<file path="config.mk">
export PLATFORM = sky130hd
export DESIGN_NAME = obj_vtiming
export DESIGN_NICKNAME = d
export VERILOG_FILES = /design/src/obj_pkg.sv /design/src/obj_vtiming.sv
export VERILOG_INCLUDE_DIRS = /design/src
export SDC_FILE = /design/constraint.sdc
export NUM_CORES = 1
export LEC_CHECK = 0
export ABC_AREA = 1
export BUFFER_PORTS_ARGS = -buffer_cell sky130_fd_sc_hd__buf_2
export CAP_MARGIN = 0
export CORE_MARGIN = 4
export CORE_UTILIZATION = 49
export CTS_CLUSTER_DIAMETER = 50
export DETAILED_ROUTE_END_ITERATION = 8
export PLACE_DENSITY = 0.79
export RECOVER_POWER = 50
export REMOVE_ABC_BUFFERS = 1
export SLEW_MARGIN = 20
export SYNTH_ARGS = -nofsm -noshare
export SYNTH_HDL_FRONTEND = slang
export SYNTH_SLANG_ARGS = --single-unit
</file>
<file path="constraint.sdc">
create_clock -name clk -period 1.2 [get_ports clk]
set_input_delay 0.24 -clock clk [delete_from_list [all_inputs] [get_ports clk]]
set_output_delay 0.24 -clock clk [all_outputs]
set_load 0.02 [all_outputs]
</file>
<file path="src/obj_params.svh">
// Raster and RAM sizes shared by RTL and testbench
// The frame is much shorter than a real board so that simulation stays short
// OBJ_AW must stay 10: the scan address is built from a 4-bit row and 6 hdump bits
// OBJ_CEN_DIV must be 2 or more
`ifndef OBJ_PARAMS_SVH
`define OBJ_PARAMS_SVH

// Word address width of the CPU RAM and the object table
`define OBJ_AW 10

// Pixels per line, hdump spans 0 to 255
`define OBJ_H_TOTAL 256
// Lines per frame
`define OBJ_V_TOTAL 32
// Visible lines, blank covers the rest
`define OBJ_V_ACTIVE 14
// Second-last line carries vload
`define OBJ_VLOAD_LINE 30

// clk cycles per pixel
`define OBJ_CEN_DIV 2

`endif

</file>
<file path="src/obj_pkg.sv">
// Types shared by the object buffer RTL and its testbench
// cpu_bus_t is a level bundle, a write happens on every clk with cs high and rnw low
`default_nettype none

`include "obj_params.svh"

package obj_pkg;

    // One object attribute word
    typedef logic [15:0] obj_word_t;

    // CPU access, sampled every clk
    typedef struct packed {
        logic [`OBJ_AW-1:0] addr;
        obj_word_t          din;
        // Active low, bit 1 is the upper byte
        logic [1:0]         dsn;
        logic               rnw;
        logic               cs;
    } cpu_bus_t;

    // Raster signals, all registered in the timing stage
    typedef struct packed {
        logic       pxl_cen;
        logic       lvbl;
        logic       vload;
        // Last pixel of the line, use with pxl_cen
        logic       hinit;
        logic [7:0] hdump;
    } vid_timing_t;

endpackage

`default_nettype wire

</file>
<file path="src/obj_vtiming.sv">
// Raster generator for the shortened OBJ_* frame
// All outputs are registered one clk behind the counters
// pxl_cen marks the last clk of each hdump value
`default_nettype none

`include "obj_params.svh"

module obj_vtiming
    import obj_pkg::*;
(
    input  logic        clk,
    input  logic        rst,
    output vid_timing_t vid
);

    localparam int CW = $clog2(`OBJ_CEN_DIV);
    localparam int VW = $clog2(`OBJ_V_TOTAL);

    logic [CW-1:0] cen_cnt;
    logic          cen;
    logic [7:0]    hcnt;
    logic [VW-1:0] vcnt;
    logic          h_last;
    logic          v_last;

    // Pixel enable on the last clk of each divider period
    assign cen    = cen_cnt == CW'(`OBJ_CEN_DIV - 1);
    assign h_last = hcnt == 8'(`OBJ_H_TOTAL - 1);
    assign v_last = vcnt == VW'(`OBJ_V_TOTAL - 1);

    // clk divider
    always_ff @(posedge clk or posedge rst) begin
        if (rst) begin
            cen_cnt <= '0;
        end else if (cen) begin
            cen_cnt <= '0;
        end else begin
            cen_cnt <= cen_cnt + 1'b1;
        end
    end

    // Pixel and line counters
    always_ff @(posedge clk or posedge rst) begin
        if (rst) begin
            hcnt <= '0;
            vcnt <= '0;
        end else if (cen) begin
            if (h_last) begin
                hcnt <= '0;
                // Frame wrap
                vcnt <= v_last ? '0 : vcnt + 1'b1;
            end else begin
                hcnt <= hcnt + 1'b1;
            end
        end
    end

    // Output stage, reset to line 0 outside blank
    always_ff @(posedge clk or posedge rst) begin
        if (rst) begin
            vid <= '{pxl_cen: 1'b0, lvbl: 1'b1, vload: 1'b0, hinit: 1'b0, hdump: 8'd0};
        end else begin
            vid.pxl_cen <= cen;
            // Blank from OBJ_V_ACTIVE to the end of frame
            vid.lvbl    <= vcnt < VW'(`OBJ_V_ACTIVE);
            vid.vload   <= vcnt == VW'(`OBJ_VLOAD_LINE);
            vid.hinit   <= h_last;
            vid.hdump   <= hcnt;
        end
    end

endmodule

`default_nettype wire

</file>
* Word-level counts from Yosys, hierarchy flattened
Cells that the tools add are included.
** Operators by class
- Equal/unequal tests :: 3
- Reduce and logical (&&, ||, !) cells :: 1
- Order comparisons :: 1
- Add/subtract/negate cells :: 3
- Muxes and demuxes :: 3
** Operators with widths (number)
- $eq 5x5->1 const B :: 2
- $add 8x1->8 const B :: 1
- $eq 8x8->1 const B :: 1
- $mux 8 :: 1
- $add 5x1->5 const B :: 1
- $lt 5x4->1 const B :: 1
- $mux 5 :: 1
- $reduce_and 2->1 :: 1
- $add 1x1->1 const B :: 1
- $mux 1 :: 1
** Storage, ports and cells
- Output and inout bits :: 12
- Bits in registers :: 26
- Word-level logic and storage cells :: 19
- Bits of input ports :: 2

* Longest topological paths before layout
- Word-level depth :: 2
- Depth in mapped cells :: 7

* Least setup slack after synthesis
OpenSTA, ideal clock, no wires.
- Path type :: reg2reg
- Start point :: reg vcnt[1]
- End point :: reg vcnt[4]
- Data arrival time :: 1.157 ns
- Data required time :: 1.074 ns
- Setup slack :: -0.083 ns
- Cell stages (with the launch flop) :: 6
- Cells stage by stage :: dfrtp_1 > ha_1 > and3_1 > ha_1 > nand2_1 > o21ai_0
** Between the ends
- Word-level cells in the longest chain between the ends :: 2
- Elaborated cells between the ends (all ways) :: 3
** RTL lines
- start, declared :: RTL line obj_vtiming.sv:22 : logic [VW-1:0] vcnt;
- start signal, assigned :: RTL line obj_vtiming.sv:51 : vcnt <= v_last ? '0 : vcnt + 1'b1;
- $add 5x1->5 / $eq 5x5->1 (equally long branches) :: RTL line obj_vtiming.sv:51, obj_vtiming.sv:29
- $mux 5 * :: RTL line obj_vtiming.sv:51
Every way passes the cells marked *; elsewhere a longest branch is shown, timed or not.
A chain may end at the register's enable or synchronous reset.

* Worst setup path in the final report
- Start point :: reg hcnt[0]
- End point :: reg hcnt[4]
** Between the ends
- Word-level cells in the longest chain between the ends :: 2
- Elaborated cells between the ends (all ways) :: 3
** RTL lines
- start, declared :: RTL line obj_vtiming.sv:21 : logic [7:0] hcnt;
- start signal, assigned :: RTL line obj_vtiming.sv:53 : hcnt <= hcnt + 1'b1;
- $add 8x1->8 / $eq 8x8->1 (equally long branches) :: RTL line obj_vtiming.sv:53, obj_vtiming.sv:28
- $mux 8 * :: RTL line obj_vtiming.sv:48 : if (h_last) begin
Marks and branches as above.

==> impl_metrics.csv <==
group,metric,value,unit
yosys,syn_area,0.00106,mm2
final_layout,diodes,0,
cts,clk_pin_slew_worst_paths,140,ps
final_layout,area_delta_synth_final,29.9,%
cts,clk_latency,310,ps
floorplan,coreArea,0.00200,mm2
routing,postRouteAntennaNets,0,
yosys,syn_avg_cell_area,9.50,um2
routing,first_iter_violations,25,
status,violations,"negative setup slack",
worst_setup_path,cp.required,1420,ps
power,irDropWorstVdd,0.732,mV
routing,drt-total-wl,2.15,mm
yosys,synthTopCellsByCount,"nand2_1, dfrtp_1, inv_1",
grt,grt_pass1_wl,3.50,mm
worst_hold_path,hold_class,"register to register",
timing,period_share,106,%
final_layout,nFillCells,146,
final_layout,postLayoutCoreUtil,69.0,%
yosys,synthMostInstantiatedCell,"nand2_1",
routing,firstDrtPassIters,4,
grt,grt-ovfl-total,0,
timing,hold_violations,0,
floorplan,die-width,54.6,um
yosys,yosysSeqAreaShare,61.3,%
grt,grt_pass1_vias,847,
worst_setup_path,path_cells,"ha_2 -> nand4_1 -> buf_4 -> nor2_1 -> nor2_1",
worst_setup_path,crit_top_cell,"nor2_1",
final_layout,drive_gt1_share,31.5,%
worst_setup_path,cp_num_buf_inv,1,
routing,vias_per_cell,5.00,
yosys,synthArstFlopShare,100,%
yosys,synth_ff_type,"dfrtp_1",
worst_setup_path,cp_slowest_cell,"dfrtp_1",
timing,hold_ws,430,ps
routing,vias,865,
power,p_leak,0.776,nW
floorplan,die_h,54.6,um
cts,cts_root_buffer,"clkbuf_4",
yosys,synth_area_leader_cell,"dfrtp_1",
power,power.density,926,mW/mm2
final_layout,nNetsFinal,153,
placed_design,io_buffers,13,
cts,cts_tree,"yes",
placed_design,gp_congestion,0.782,
grt,antenna_found_initial,0,
routing,drc,0,
status,status,"complete, but fails checks",
floorplan,die_area,0.00298,mm2
cts,clock-sinks,26,
worst_setup_path,critPathMaxFanout,4,
final_layout,fin_area,0.00138,mm2
cts,cts-buffers-inserted,3,
job,maxCapViolations,0,
timing,max_freq,784,MHz
floorplan,io_pins,14,
timing,worst_slew_pin_slew,320,ps
floorplan,row_count,16,
yosys,ys_warn_count,0,
worst_setup_path,critPathTopFamily,"flip-flops",
timing,rsz0062_at_grt,"yes",
timing,max_slew_margin,78.7,%
worst_setup_path,endpoint_kind,"register",
placed_design,placedCellCount,161,
cts,clk_path_buf_depth,2,
placed_design,dp_hpwl,1.33,mm
worst_setup_path,reg2reg_setup_slack,-80,ps
timing,period_needed,1280,ps
routing,wl_per_cell,12.4,um
final_layout,instances_no_fill,173,
worst_setup_path,crit_path_max_incr_delay,400,ps
yosys,ys_types,16,
grt,grtUsageTotal,16.7,%
worst_setup_path,start_kind,"register",
final_layout,register_area,652,um2
yosys,synthTopCellsByArea,"dfrtp_1, nand2_1, inv_1, ha_1, nand3_1",
timing,worst_slack,-75.6,ps
yosys,synth_edf_count,0,
cts,htree_num_levels,1,
grt,grt_max_degree,27,
worst_setup_path,critPathArrivalTime,1500,ps
yosys,synth_seq_cells,26,
floorplan,initial_core_util,53.1,%
timing,finalSetupViolations,10,
yosys,syn_inst,112,
timing,fin_skew,6.06,ps
final_layout,multi_input_area,415,um2
yosys,synth.top_cell.area_share,58.8,%
worst_setup_path,path_class,"register to register",
timing,drv_slew,0,
placed_design,place_area,0.00123,mm2
-- layer usage --
metal  up-vias  part of all wire, %  GRT usage [%]
li1        418                    -              -
met1       417                   39           19.4
met2        28                   54           28.3
met3         2                  5.6           3.27
met4         0                  1.2           9.13
met5         -                    0              0
-- layout by cell type (no fill, tap or decap), types with 3 or more instances in the layout --
cell type	instances
buf_4	15
nand3_1	9
nand2_1	28
buf_2	12
nor2_1	6
o21ai_1	7
inv_1	15
nor2_2	3
clkbuf_4	3
dfrtp_1	25
-- power by group --
part	switching (mW)	total, mW	internal (mW)
combinational	0.0170	0.0227	0.00566
clock	0.250	0.380	0.130
sequential	0	0.876	0.876
-- kinds of logic (layout without fill, tap and decap cells) --
logic type,Yosys count,count (layout),share of synthesized area [%]
flops,26,26,61.3
simple gates,54,55,22.0
fa+ha+maj,4,4,4.71
buf+inv,16,49,5.65
xor+xnor,2,2,1.65
compound gates,10,10,4.71
-- layout make-up --
type                            count  area share, %
Multi-Input combinational cell     71           30.1
Timing Repair Buffer               29           14.0
Sequential cell                    26           47.2
Clock buffer                        4           1.90
Tap cell                           27           2.45
Inverter                           16           4.35
-- path summary, 6_finish.rpt --
path                                       endpoint  depth (start not counted)                start
worst max-delay path            hcnt[4]$_DFFE_PP0P_                          5  hcnt[0]$_DFFE_PP0P_
worst min-delay path               vid[7]$_DFF_PP0_                          0  hcnt[7]$_DFFE_PP0P_
worst max register to register  hcnt[4]$_DFFE_PP0P_                          5  hcnt[0]$_DFFE_PP0P_
worst min register to register     vid[7]$_DFF_PP0_                          0  hcnt[7]$_DFFE_PP0P_
max in group asynchronous         vid[10]$_DFF_PP1_                          4                  rst
min in group asynchronous       hcnt[4]$_DFFE_PP0P_                          4                  rst
-- stage by stage --
stage / worst slack, ps / power [mW] / TNS (ps)
floorplan: -83.0 / 0.906 / -193
global placement: -42.8 / 0.914 / -100
detailed placement: -107 / 0.914 / -380
CTS: -41.8 / 1.28 / -204
global route: -182 / 1.32 / -1420
finish: -75.6 / 1.28 / -414
-- timing repair --
action	in CTS	in global routing
pin swaps	1	5
hold endpoints to repair	25	0
gates resized for setup	10	10
buffers inserted	4	2
hold buffers	1	0
cloned	1	0
setup endpoints to repair	8	13
-- state kept, by name, indices dropped and copies added (netlist names) --
register / cells
cen: 1
hcnt: 8
vcnt: 5
vid: 12
(Power assumes the default switching activity.)
